File: config.mk
export PLATFORM = sky130hd
export DESIGN_NAME = rhTop
export DESIGN_NICKNAME = d
export VERILOG_FILES = /design/src/design/rhPkg.sv /design/src/design/rhDevBus.sv /design/src/design/rhBusAddr.sv /design/src/design/rhWordCount.sv /design/src/design/rhXferCtrl.sv /design/src/design/rhTop.sv
export SDC_FILE = /design/constraint.sdc
export NUM_CORES = 1
export LEC_CHECK = 0
export BUFFER_PORTS_ARGS = -buffer_cell sky130_fd_sc_hd__buf_2
export CAP_MARGIN = 20
export CORE_AREA = 3 3 87 89
export CTS_CLUSTER_DIAMETER = 200
export DETAILED_ROUTE_END_ITERATION = 12
export DIE_AREA = 0 0 90 92
export GPL_TIMING_DRIVEN = 1
export PLACE_DENSITY = 0.57
export SKIP_CTS_REPAIR_TIMING = 1
export SYNTH_ARGS = -nofsm -noshare
export SYNTH_HDL_FRONTEND = slang
export SYNTH_HIERARCHICAL = 1
export SYNTH_SLANG_ARGS = --single-unit
File: constraint.sdc
create_clock -name clk -period 4.9 [get_ports clk]
set_input_delay 0.98 -clock clk [delete_from_list [all_inputs] [get_ports clk]]
set_output_delay 0.98 -clock clk [all_outputs]
set_load 0.005 [all_outputs]
File: src/design/rhPkg.sv
////////////////////////////////////////////////////////////////////////////
// RH11 transfer-address types and CS1 bit positions
// Data bus is little-endian here; only GO and BAE of CS1 are given fields
////////////////////////////////////////////////////////////////////////////

`default_nettype none

package rhPkg;

   ////////////////////////////////////////////////////////////////////////////
   // Vector types
   ////////////////////////////////////////////////////////////////////////////

   // Device data word from the KS10 I/O bus
   // Bit 0 is the least significant bit
   typedef logic [35:0] rhData_t;

   // Unibus byte address in BA
   // Bits 17:16 are the extension from CS1
   typedef logic [17:0] rhAddr_t;

   // Word count, two's complement
   // Counts up toward zero
   typedef logic [15:0] rhCount_t;

   ////////////////////////////////////////////////////////////////////////////
   // Transfer machine states
   ////////////////////////////////////////////////////////////////////////////

   // Idle means the controller is ready
   typedef enum logic
   {
      idle = 1'b0,
      busy = 1'b1
   } rhXferState_t;

   ////////////////////////////////////////////////////////////////////////////
   // Device register bit positions
   ////////////////////////////////////////////////////////////////////////////

   // GO bit in the CS1 low byte
   localparam int cs1GoBit = 0;

   // Low bit of the two BAE bits in the CS1 high byte
   localparam int cs1BaeLo = 8;

   // Bytes per word, added to BA on each acknowledge
   localparam int baStep = 2;

endpackage

`default_nettype wire

File: src/design/rhDevBus.sv
////////////////////////////////////////////////////////////////////////////
// Device-bus writes into the RH11 registers
// Each strobe lasts one clock; lanes are levels valid with the strobe
////////////////////////////////////////////////////////////////////////////

`timescale 1ns/1ps
`default_nettype none

interface rhDevBus;
   import rhPkg::*;

   // Byte lane selects
   logic    loByte;
   logic    hiByte;

   // Write data
   rhData_t dataIn;

   // Register write strobes
   logic    cs1Write;
   logic    baWrite;
   logic    wcWrite;

   // Bus side, fed from the top-level pins
   modport host (output loByte, hiByte, dataIn, cs1Write, baWrite, wcWrite);

   // Register blocks only listen
   modport regs (input loByte, hiByte, dataIn, cs1Write, baWrite, wcWrite);

endinterface

`default_nettype wire

File: src/design/rhBusAddr.sv
////////////////////////////////////////////////////////////////////////////
// RH11 Bus Address register, 18 bits with BAE from CS1
// A BA write in the same cycle as incBA wins and the increment is lost
////////////////////////////////////////////////////////////////////////////

`timescale 1ns/1ps
`default_nettype none

module rhBusAddr
(
   input  logic         clk,
   input  logic         rst,
   input  logic         clr,
   rhDevBus.regs        bus,
   input  logic         rdy,
   input  logic         incBA,
   output rhPkg::rhAddr_t busAddr
);
   import rhPkg::*;

   // Extension bits may only change while idle
   logic baeLoad;

   // Byte lane loads of the low 16 bits
   logic hiLoad;
   logic loLoad;

   assign baeLoad = bus.cs1Write & bus.hiByte & rdy;
   assign hiLoad  = bus.baWrite & bus.hiByte;
   assign loLoad  = bus.baWrite & bus.loByte;

   ////////////////////////////////////////////////////////////////////////////
   // Address register
   ////////////////////////////////////////////////////////////////////////////

   always_ff @(posedge clk or posedge rst)
   begin
      if (rst)
      begin
         busAddr <= '0;
      end
      else if (clr)
      begin
         busAddr <= '0;
      end
      else
      begin
         // BAE from CS1 bits 9:8
         if (baeLoad)
            busAddr[17:16] <= bus.dataIn[cs1BaeLo +: 2];
         if (bus.baWrite)
         begin
            // Only the selected lanes change
            if (hiLoad)
               busAddr[15:8] <= bus.dataIn[15:8];
            if (loLoad)
               busAddr[7:0] <= bus.dataIn[7:0];
         end
         else if (incBA)
            // Full 18-bit add, carry runs into BAE
            busAddr <= busAddr + rhAddr_t'(baStep);
      end
   end

endmodule

`default_nettype wire

File: src/design/rhWordCount.sv
////////////////////////////////////////////////////////////////////////////
// RH11 Word Count register, counts up from a negative load to zero
// wcLast is decoded from the register and is high when WC is all ones
////////////////////////////////////////////////////////////////////////////

`timescale 1ns/1ps
`default_nettype none

module rhWordCount
(
   input  logic           clk,
   input  logic           rst,
   input  logic           clr,
   rhDevBus.regs          bus,
   input  logic           incWC,
   output rhPkg::rhCount_t wordCount,
   output logic           wcLast
);
   import rhPkg::*;

   // Lane loads
   logic hiLoad;
   logic loLoad;

   assign hiLoad = bus.wcWrite & bus.hiByte;
   assign loLoad = bus.wcWrite & bus.loByte;

   ////////////////////////////////////////////////////////////////////////////
   // Count register
   ////////////////////////////////////////////////////////////////////////////

   always_ff @(posedge clk or posedge rst)
   begin
      if (rst)
      begin
         wordCount <= '0;
      end
      else if (clr)
      begin
         wordCount <= '0;
      end
      else if (bus.wcWrite)
      begin
         // Write beats increment
         if (hiLoad)
            wordCount[15:8] <= bus.dataIn[15:8];
         if (loLoad)
            wordCount[7:0] <= bus.dataIn[7:0];
      end
      else if (incWC)
      begin
         wordCount <= wordCount + rhCount_t'(1);
      end
   end

   // Next acknowledge wraps the count to zero
   assign wcLast = (wordCount == '1);

endmodule

`default_nettype wire

File: src/design/rhXferCtrl.sv
////////////////////////////////////////////////////////////////////////////
// RH11 transfer control, GO starts and the last-word acknowledge ends
// Acknowledges while idle are dropped; no other CS1 function is decoded
////////////////////////////////////////////////////////////////////////////

`timescale 1ns/1ps
`default_nettype none

module rhXferCtrl
(
   input  logic  clk,
   input  logic  rst,
   input  logic  clr,
   rhDevBus.regs bus,
   input  logic  xferAck,
   input  logic  wcLast,
   output logic  rdy,
   output logic  xferReq,
   output logic  incBA,
   output logic  incWC
);
   import rhPkg::*;

   rhXferState_t state;
   rhXferState_t stateNext;

   // GO write decode
   logic goWrite;

   // Acknowledge seen during a transfer
   logic ackBusy;

   ////////////////////////////////////////////////////////////////////////////
   // Decode
   ////////////////////////////////////////////////////////////////////////////

   // Low byte holds GO
   assign goWrite = bus.cs1Write & bus.loByte & bus.dataIn[cs1GoBit];

   assign ackBusy = xferAck & (state == busy);

   ////////////////////////////////////////////////////////////////////////////
   // State machine
   ////////////////////////////////////////////////////////////////////////////

   always_comb
   begin
      stateNext = state;
      case (state)
         idle:
         begin
            // GO ignored unless ready, which idle implies
            if (goWrite)
               stateNext = busy;
         end
         busy:
         begin
            // Final word moved
            if (xferAck && wcLast)
               stateNext = idle;
         end
         default:
         begin
            stateNext = idle;
         end
      endcase
   end

   always_ff @(posedge clk or posedge rst)
   begin
      if (rst)
         state <= idle;
      else if (clr)
         state <= idle;
      else
         state <= stateNext;
   end

   ////////////////////////////////////////////////////////////////////////////
   // Outputs
   ////////////////////////////////////////////////////////////////////////////

   // Status straight from the state
   assign rdy     = (state == idle);
   assign xferReq = (state == busy);

   // Same-cycle strobes, registers step on this edge
   assign incBA = ackBusy;
   assign incWC = ackBusy;

endmodule

`default_nettype wire

File: src/design/rhTop.sv
////////////////////////////////////////////////////////////////////////////
// RH11 transfer-address subsystem, BA and WC with the transfer control
// Registers are not read back; xferAck paces the transfer one word each
////////////////////////////////////////////////////////////////////////////

`timescale 1ns/1ps
`default_nettype none

module rhTop
(
   input  logic            clk,
   input  logic            rst,
   input  logic            clr,
   input  logic            loByte,
   input  logic            hiByte,
   input  rhPkg::rhData_t  dataIn,
   input  logic            cs1Write,
   input  logic            baWrite,
   input  logic            wcWrite,
   input  logic            xferAck,
   output rhPkg::rhAddr_t  busAddr,
   output rhPkg::rhCount_t wordCount,
   output logic            rdy,
   output logic            xferReq
);

   // Control to register strobes
   logic incBA;
   logic incWC;

   // Count status back to control
   logic wcLast;

   ////////////////////////////////////////////////////////////////////////////
   // Device bus
   ////////////////////////////////////////////////////////////////////////////

   rhDevBus devBus ();

   assign devBus.loByte   = loByte;
   assign devBus.hiByte   = hiByte;
   assign devBus.dataIn   = dataIn;
   assign devBus.cs1Write = cs1Write;
   assign devBus.baWrite  = baWrite;
   assign devBus.wcWrite  = wcWrite;

   ////////////////////////////////////////////////////////////////////////////
   // Register blocks and control
   ////////////////////////////////////////////////////////////////////////////

   rhBusAddr rhBusAddr_inst (.clk(clk), .rst(rst), .clr(clr), .bus(devBus.regs),
      .rdy(rdy), .incBA(incBA), .busAddr(busAddr));

   rhWordCount rhWordCount_inst (.clk(clk), .rst(rst), .clr(clr), .bus(devBus.regs),
      .incWC(incWC), .wordCount(wordCount), .wcLast(wcLast));

   rhXferCtrl rhXferCtrl_inst (.clk(clk), .rst(rst), .clr(clr), .bus(devBus.regs),
      .xferAck(xferAck), .wcLast(wcLast), .rdy(rdy), .xferReq(xferReq),
      .incBA(incBA), .incWC(incWC));

endmodule

`default_nettype wire

==> metrics, run 1 <==
status finished clean; skew final 0.00958 ns; Pwr per Cell Area 245 mW/mm2; Post-Route WL 7430 um; number of synthesized flops with an enable pin 0; # Max-Cap Violations 0; actual slew at the worst max-slew pin 0.986 ns; htree depth 2; Ys Warns 6; core region area 0.00683 mm2; antenna cells 0; CTS tree yes; min-delay src rhBusAddr_inst/busAddr[0]$_DFFE_PP0P_; Starting Density 35.3%; CTS clk-pin slew, worst paths about 0.08 ns; Syn Area/Cell 8.25 um2; Synthesized Nets 339; total clock sinks 35; commonest cells after routing, fill and taps aside buf_2 (60), dfrtp_1 (35), nand2_1 (25); post-synthesis cell area 0.00241 mm2; router iterations before antenna repair 4; Longest Clk Path Bufs 2; CP max-delay cell buf_2; Routed Antenna Nets 0; R2R Path Start rhBusAddr_inst/busAddr[1]$_DFFE_PP0P_; IO Pins 81; peak supply drop between 0.00009 and 0.0001 V; Die Ht 92 um; global-route wire length before repair about 12000 um; met3 routed WL 566 um; final slew viol count 0; Vias per Instance 5.83; area of the multi-input gates 0.00139 mm2; flip-flop and latch count after synthesis 35; clock root buffer clkbuf_8; Reg area between 800 and 900 um2; DIE AREA 0.00828 mm2; RSZ-0062 raised after global routing no; routed wl met2 3400 um; Tot GR Track Use 17.9%; wl on met1 3420 um; HPWL after DPL 5360 um; die width 90 um; Setup Viol. Count Final 0; Area growth syn-to-layout 17.0%; Hold Vio Cnt, Final 0; critical setup path kind in2reg; P_leak between 1 and 1.5 nW; Rel. slew slack 32.4%; commonest non-fill, non-tap cell in the layout buf_2; # fillers 748; cell count after synthesis 292; worst hold-check path type reg2reg; crit-path max cell delay around 0.51 ns; Worst-Skew Late Latency 0.29 ns; post-synthesis sequential area ratio 36.3%; row count 30; Final Wtd Congestion 0.877; overall power 0.692 mW; fmax about 360 MHz; grt ovf 0; via count 2523; I/O Buffers 60; layout cell share with drive strength beyond 1 a little under a quarter; Setup TNS 0 ns; Synth cell types 55; fin util 41.3%; initial antenna violation count 0; fin crit period 2.80 ns; routed length per instance 17.2 um; Final Cycle Share 57.0%; Worst Setup SP wcWrite; largest net degree at the start of global routing 39; Crit. End Element register; TritonCTS Buffers 5; Final nets 383; initial drt markers 155; ys flop type dfrtp_1; Critical Path AT 3.00 ns; Critical Path Fanout Max 38; vias in the first global route around 2300; highest routed layer met4; # DRC 0; Critical Path Source Type primary input; Post-synth ARST share 100%; crit-path cells buf_2 -> mux2i_1 -> or3_1 -> or4_1 -> a41oi_1; Critical Path RT 5.10 ns
## Yosys cell counts, drive strengths merged (8+ instances only)
cell type  instances  share of area (%)
buf                9                2.8
nand4             11                3.5
a31oi             15                3.9
dfrtp             35                 36
o21ai             20                4.2
nand2             25                3.9
a22oi              8                2.5
clkbuf            15                2.3
nor4               8                2.1
nor3               8                1.7
nand3             20                4.2
nor2              19                3.0
a21oi             17                3.5
## path summary, 6_finish.rpt
path / cells past startpoint / end / slack (ns)
worst max-delay path: 5 / rhWordCount_inst/wordCount[15]$_DFFE_PP0P_ / 2.10
worst min-delay path: 2 / rhBusAddr_inst/busAddr[0]$_DFFE_PP0P_ / 0.53
worst max register to register: 5 / rhBusAddr_inst/busAddr[17]$_DFF_PP0_ / 2.78
worst min register to register: 2 / rhBusAddr_inst/busAddr[0]$_DFFE_PP0P_ / 0.53
max in group asynchronous: 2 / rhBusAddr_inst/busAddr[17]$_DFF_PP0_ / 3.57
min in group asynchronous: 2 / rhXferCtrl_inst/xferReq$_DFF_PP0_ / 0.54
## critical path, delay by kind of cell
kind / cells / cell delay, ns
simple gates: 2 / 0.80
buf+inv: 1 / 0.51
mux: 1 / 0.47
compound gates: 1 / 0.22
## final cells by class
| class | instances | share of cell area [%] |
|---|---|---|
| Clock buffer | 7 | 3.42 |
| Clock inverter | 1 | 0.266 |
| Inverter | 7 | 0.932 |
| Multi-Input combinational cell | 226 | 49.1 |
| Sequential cell | 35 | 31.1 |
| Tap cell | 96 | 4.26 |
| Timing Repair Buffer | 61 | 10.9 |
## cells by family (layout without fill, tap and decap cells)
family,Yosys count,count (layout),synth area share (%)
buffers and inverters,31,76,6.18
multiplexers,6,6,2.54
flip-flops,35,35,36.3
AND/OR/NAND/NOR,132,132,30.3
AO/OA/AOI/OAI,86,86,23.6
adder cells (fa/ha/maj),2,2,1.04
## per-stage QoR
| stage | hold slack [ns] | cell area (um2) | setup slack (ns) | cells |
|---|---|---|---|---|
| floorplan | 0.522 | 2410 | 2.65 | 292 |
| global placement | 0.514 | 2720 | 1.85 | 425 |
| detailed placement | 0.517 | 2720 | 1.82 | 425 |
| CTS | 0.529 | 2820 | 2.12 | 433 |
| global route | 0.533 | 2820 | 1.93 | 433 |
| finish | 0.529 | 2820 | 2.10 | 433 |
## flip-flops by register name (all words and copies together) (netlist names)
signal                      count
rhBusAddr_inst/busAddr         18
rhWordCount_inst/wordCount     16
rhXferCtrl_inst/xferReq         1
## routing by layer
layer  vias up  track usage [%]
met5         -                0
li1       1204                -
met4         0             4.08
met1      1206             25.1
met2       108             27.9
met3         5             4.02
## power breakdown
part	internal (mW)	total, mW	switching, mW	leakage (nW)
clock network	0.128	0.242	0.114	0.0505
registers	0.307	0.337	0.0306	0.472
logic	0.0471	0.113	0.0660	0.670
total	0.482	0.692	0.210	1.19
Power figures use the tool's default switching activity.
==> inputs of run 2 (changes only) <==
--- a/config.mk
+++ b/config.mk
@@ -5,14 +5,15 @@
 export SDC_FILE = /design/constraint.sdc
 export NUM_CORES = 1
 export LEC_CHECK = 0
+export ABC_AREA = 1
 export BUFFER_PORTS_ARGS = -buffer_cell sky130_fd_sc_hd__buf_2
 export CAP_MARGIN = 20
-export CORE_AREA = 3 3 87 89
+export CORE_AREA = 3 3 92 94
 export CTS_CLUSTER_DIAMETER = 200
 export DETAILED_ROUTE_END_ITERATION = 12
-export DIE_AREA = 0 0 90 92
+export DIE_AREA = 0 0 95 97
 export GPL_TIMING_DRIVEN = 1
-export PLACE_DENSITY = 0.57
+export PLACE_DENSITY = 0.56
 export SKIP_CTS_REPAIR_TIMING = 1
 export SYNTH_ARGS = -nofsm -noshare
 export SYNTH_HDL_FRONTEND = slang
==> constraint.sdc (replaced) <==
create_clock -name clk -period 2.8 [get_ports clk]
set_input_delay 0.56 -clock clk [delete_from_list [all_inputs] [get_ports clk]]
set_output_delay 0.56 -clock clk [all_outputs]
set_load 0.005 [all_outputs]
==> metrics, run 2 <==
Non-Filler Instances 561; vias in the first global route about 2600; top cells by count, synth nand2_1 (146), nor2_1 (38), dfrtp_1 (35), nand3_1 (35), inv_1 (31); flip-flop and latch count after synthesis 35; max reg flops 18; I/O Buffers 60; gr busiest metal met2; Final Cycle Share 62.1%; routed length per instance 13.7 um; via count between 2000 and 3000; R2R cell count 8; Setup Viol. Count Final 0; post-synthesis sequential area ratio between 30% and 40%; GRT met1 Usage 23.9%; status finished clean; P_leak between 1.5 and 2 nW; Critical Path AT 1.92 ns; total clock sinks 35; worst hold-check path type in2async; Longest Clk Path Bufs 2; R2R Path Start rhWordCount_inst/wordCount[0]$_DFFE_PP0P_; number of synthesized flops with an enable pin 0; ys flop type dfrtp_1; fin crit period ~1.7 ns; Synth top area share 32.6%; met3 GRT Util 2.95%; Starting Density 34.7%; largest register by flop count rhBusAddr_inst/busAddr; router iterations before antenna repair 4; Critical Path RT 2.98 ns; fmax about 580 MHz; clock root buffer clkbuf_8; global-route wire length before repair around 13000 um; Worst-Skew Late Latency ~0.28 ns; Ys Warns 6; TritonCTS Buffers 5; Die Ht slightly below 100 um; top cells by area, synth dfrtp_1 (33%), nand2_1 (20%), nand3_1 (6.5%); CTS tree yes; grt ovf 0; HPWL after DPL 5920 um; dpl cells 555; reg2reg end rhXferCtrl_inst/xferReq$_DFF_PP0_; Vias per Instance 4.82; Synthesized Nets 448; DIE AREA roughly 0.0092 mm2; Critical Path Source Type primary input; # Max-Cap Violations 0; Post-Route WL about 7700 um; RSZ-0062 raised after global routing no; htree depth 2; Routed Antenna Nets 0; largest net degree at the start of global routing 27; critical setup path kind in2reg; commonest cells after routing, fill and taps aside nand2_1 (146), buf_2 (60), nor2_1 (38); initial drt markers roughly 130; Yosys top cell by area dfrtp_1; Synth cell types 37; actual slew at the worst max-slew pin 0.701 ns; layout cell share with drive strength beyond 1 23.7%; row count 32; GR Util met2 28.5%; most frequent cell after synthesis nand2_1; IO Pins ~80; post-synthesis cell area 0.00269 mm2; skew final 0.00468 ns; Rel. slew slack a little over half; antenna cells 0; peak supply drop 0.000241 V; CTS clk-pin slew, worst paths 0.07 ns; core region area 0.00773 mm2; commonest non-fill, non-tap cell in the layout nand2_1; Syn Area/Cell 6.70 um2; cell count after synthesis approximately 400; Pwr per Cell Area 387 mW/mm2; initial antenna violation count 0; die width 95 um; Crit. End Element register; Reg2Reg Setup Slack 1.09 ns; # DRC 0; Tot GR Track Use 17.4%; Setup TNS 0 ns; Post-synth ARST share 100%; Critical Path Fanout Max 10; final slew viol count 0; Final nets about 510; Hold Vio Cnt, Final 0; Area growth syn-to-layout 16.4%; Final Wtd Congestion ~0.84
==> run 2: changes by cell type in the layout (fill, tap and decap cells not counted), moves of 8 or more <==
cell,delta
inv_2,+8
inv_1,+24
nand2_2,+9
nand3_1,+15
nand2_1,+121
nor2_4,+8
a31oi_1,-15
nor2_1,+19
nor2_2,+11
a21oi_1,-11
==> run 2: final cells by class <==
class,instances,area [um2]
fill,853,4600
multi-input combinational,319,1600
sequential,35,876
timing repair buffer,60,300
inverter,39,146
tap,102,128
clock buffer,6,72.6
==> run 2: worst max path at each step <==
stage / start / endpoint / depth (start not counted)
final: clr / rhWordCount_inst/wordCount[15]$_DFFE_PP0P_ / 8
after global routing: rhWordCount_inst/wordCount[0]$_DFFE_PP0P_ / rhXferCtrl_inst/xferReq$_DFF_PP0_ / 8
after CTS: clr / rhWordCount_inst/wordCount[15]$_DFFE_PP0P_ / 8
after detailed placement: clr / rhWordCount_inst/wordCount[15]$_DFFE_PP0P_ / 8
after global placement: clr / rhWordCount_inst/wordCount[15]$_DFFE_PP0P_ / 8
after floorplan: xferAck / rhWordCount_inst/wordCount[10]$_DFFE_PP0P_ / 11
==> run 2: through the flow <==
step | power, mW | utilization (%) | hold slack [ns] | setup WS, ns | cell area (um2)
final | 1.21 | 40.5 | 0.131 | 1.06 | 3130
after detailed placement | 0.877 | 39.5 | 0.430 | 0.741 | 3050
after CTS | 1.23 | 40.5 | 0.118 | 1.03 | 3130
after global routing | 1.29 | 40.5 | 0.128 | 0.918 | 3130
after global placement | 0.874 | 39.5 | 0.431 | 0.762 | 3050
after floorplan | 0.767 | - | 0.289 | 1.23 | 2690
==> run 2: cell families (layout without fill, tap and decap cells) <==
| logic type | Yosys count | in the layout | synth area share (%) |
|---|---|---|---|
| simple gates | 263 | 263 | 45.2 |
| buf+inv | 47 | 105 | 7.64 |
| compound gates | 46 | 46 | 10.9 |
| flops | 35 | 35 | 32.6 |
| xor+xnor | 6 | 6 | 1.96 |
| fa+ha+maj | 2 | 2 | 0.932 |
| mux | 2 | 2 | 0.746 |
==> run 2: worst max-delay path, stage by stage <==
cell	delay [ns]
buf_2	0.20
inv_2	0.17
nand2_2	0.11
o21ai_4	0.27
or2_1	0.39
nor2_2	0.07
nand2_1	0.10
nand2_1	0.05
==> run 2: power by group <==
group,internal (mW),switching [mW]
logic,0.103,0.161
clock network,0.166,0.178
registers,0.544,0.0577
==> run 2: routing by layer <==
layer  part of all wire (%)  routed length (um)
met2                     49                3740
met4                   0.77                  59
met1                     47                3630
met3                    3.5                 270
met5                      0                   0
==> inputs of run 3 (changes only) <==
--- a/config.mk
+++ b/config.mk
@@ -13,7 +13,7 @@
 export DETAILED_ROUTE_END_ITERATION = 12
 export DIE_AREA = 0 0 95 97
 export GPL_TIMING_DRIVEN = 1
-export PLACE_DENSITY = 0.56
+export PLACE_DENSITY = 0.58
 export SKIP_CTS_REPAIR_TIMING = 1
 export SYNTH_ARGS = -nofsm -noshare
 export SYNTH_HDL_FRONTEND = slang
==> constraint.sdc (replaced) <==
create_clock -name clk -period 1.5 [get_ports clk]
set_input_delay 0.3 -clock clk [delete_from_list [all_inputs] [get_ports clk]]
set_output_delay 0.3 -clock clk [all_outputs]
set_load 0.005 [all_outputs]
==> metrics, run 3 (synthesis gave the netlist of run 2 again) <==
Tot GR Track Use 17.5%; Pwr per Cell Area 702 mW/mm2; Internal Power 1.63 mW; Crit path max-delay family simple AND/OR/NAND/NOR gates; DIE AREA slightly above 0.009 mm2; global-route wire length before repair between 10000 and 15000 um; switching part of the total approximately 32%; Hold Vio Cnt, Final 0; CTS clk-pin slew, worst paths 0.07 ns; Final Cycle Share slightly above 90%; IO Pins 81; Area growth syn-to-layout 27.3%; Final Worst Setup Slack 0.101 ns; RSZ-0062 raised after global routing yes; routed length per instance 13.3 um; Final Hold Slack between 0.3 and 0.4 ns; critical setup path kind reg2reg; initial drt markers 130; Worst-Skew Late Latency about 0.28 ns; Critical Path RT 1.67 ns; Die Ht 97 um; final slew viol count 0; Routed Antenna Nets 0; Switching Power 0.770 mW; grt ovf 0; I/O Buffers 60; status finished clean; skew final 0.00554 ns; Post-Route WL 7850 um; Setup TNS 0 ns; core region area between 0.007 and 0.008 mm2; largest net degree at the start of global routing 27; commonest cells after routing, fill and taps aside nand2_1 (146), buf_2 (60), dfrtp_1 (34); Logic pwr share roughly a quarter; fmax 715 MHz; Longest Clk Path Bufs 2; layout cell share with drive strength beyond 1 30.8%; P_leak between 1.5 and 2 nW; Critical Path Source Type register; max reg flops 18; peak supply drop 0.000359 V; CP dominant cell by count nand2_1; DP Worst Slack -0.0473 ns; initial antenna violation count 0; HPWL after DPL 6080 um; worst hold-check path type in2reg; actual slew at the worst max-slew pin 0.435 ns; crit-path max cell delay 0.39 ns; die width 95 um; Critical Path Fanout Max 4; antenna cells 0; Clk pwr share 29.1%; fin crit period 1.40 ns; Critical Path AT roughly 1.6 ns; CP max-delay cell dfrtp_1; router iterations before antenna repair 5; clock root buffer clkbuf_8; total clock sinks 35; htree depth 2; via count 2837; vias in the first global route 2765; fin util 44.2%; Starting Density 34.7%; share of power burned in registers 46.2%; Rel. slew slack 71.0%; Crit. End Element register; TritonCTS Buffers 5; commonest non-fill, non-tap cell in the layout nand2_1; largest register by flop count rhBusAddr_inst/busAddr; row count 32; Setup Viol. Count Final 0; # DRC 0; Vias per Instance 4.82; Final nets approximately 530; Final Wtd Congestion 0.886; crit-path cells ha_4 -> nand2_4 -> nor2_4 -> buf_4 -> nand4_1 -> nand3_1 -> nand2_1 -> nand2_1 -> nand2_1; CTS tree yes; crit path buf inv count 1; # Max-Cap Violations 0
## run 3: through the flow
| step | total power [mW] | instance area [um2] | instances |
|---|---|---|---|
| 2_1_floorplan | 1.43 | 2690 | 401 |
| 3_3_place_gp | 1.69 | 3240 | 580 |
| 3_5_place_dp | 1.70 | 3240 | 580 |
| 4_1_cts | 2.42 | 3330 | 587 |
| 5_1_grt | 2.56 | 3420 | 589 |
| 6_report | 2.40 | 3420 | 589 |
## run 3: power groups by stage
| stage | Clock, mW | Combinational, mW | Sequential, mW |
|---|---|---|---|
| floorplan | 0 | 0.305 | 1.13 |
| global placement | 0 | 0.573 | 1.12 |
| detailed placement | 0 | 0.578 | 1.12 |
| CTS | 0.736 | 0.582 | 1.10 |
| global route | 0.765 | 0.668 | 1.12 |
| finish | 0.699 | 0.590 | 1.11 |
## run 3: final timing paths
path / slack (ns) / cells past startpoint / endpoint / startpoint
max in group asynchronous: 0.67 / 4 / rhWordCount_inst/wordCount[4]$_DFFE_PP0P_ / rst
setup / recovery: 0.10 / 9 / rhBusAddr_inst/busAddr[13]$_DFFE_PP0P_ / rhBusAddr_inst/busAddr[2]$_DFFE_PP0P_
min in group asynchronous: 0.43 / 3 / rhXferCtrl_inst/xferReq$_DFF_PP0_ / rst
hold / removal: 0.31 / 3 / rhBusAddr_inst/busAddr[0]$_DFFE_PP0P_ / dataIn[0]
hold reg to reg: 0.53 / 2 / rhBusAddr_inst/busAddr[0]$_DFFE_PP0P_ / rhBusAddr_inst/busAddr[0]$_DFFE_PP0P_
setup reg to reg: 0.10 / 9 / rhBusAddr_inst/busAddr[13]$_DFFE_PP0P_ / rhBusAddr_inst/busAddr[2]$_DFFE_PP0P_
## run 3: layer usage
layer	global-route usage, %	wire length [um]	vias up
met1	24.0	3640	1313
met4	4.44	95	0
li1	-	-	1451
met5	0	0	-
met2	28.6	3810	65
met3	2.57	304	8
## run 3: worst reg2reg max path, stage by stage, from the launching register on
cell     delay (ns)
dfrtp_1        0.39
ha_4           0.17
nand2_4        0.07
nor2_4         0.19
buf_4          0.14
nand4_1        0.08
nand3_1        0.10
nand2_1        0.05
nand2_1        0.05
nand2_1        0.05
## run 3: layout make-up
| type | count | area [um2] |
|---|---|---|
| clock inverters | 1 | 5.00 |
| well taps | 102 | 128 |
| flip-flops and latches | 35 | 877 |
| repair buffers | 87 | 505 |
| clock buffers | 6 | 82.6 |
| multi-input cells | 319 | 1670 |
| fillers | 821 | 4310 |
| inverters | 39 | 146 |
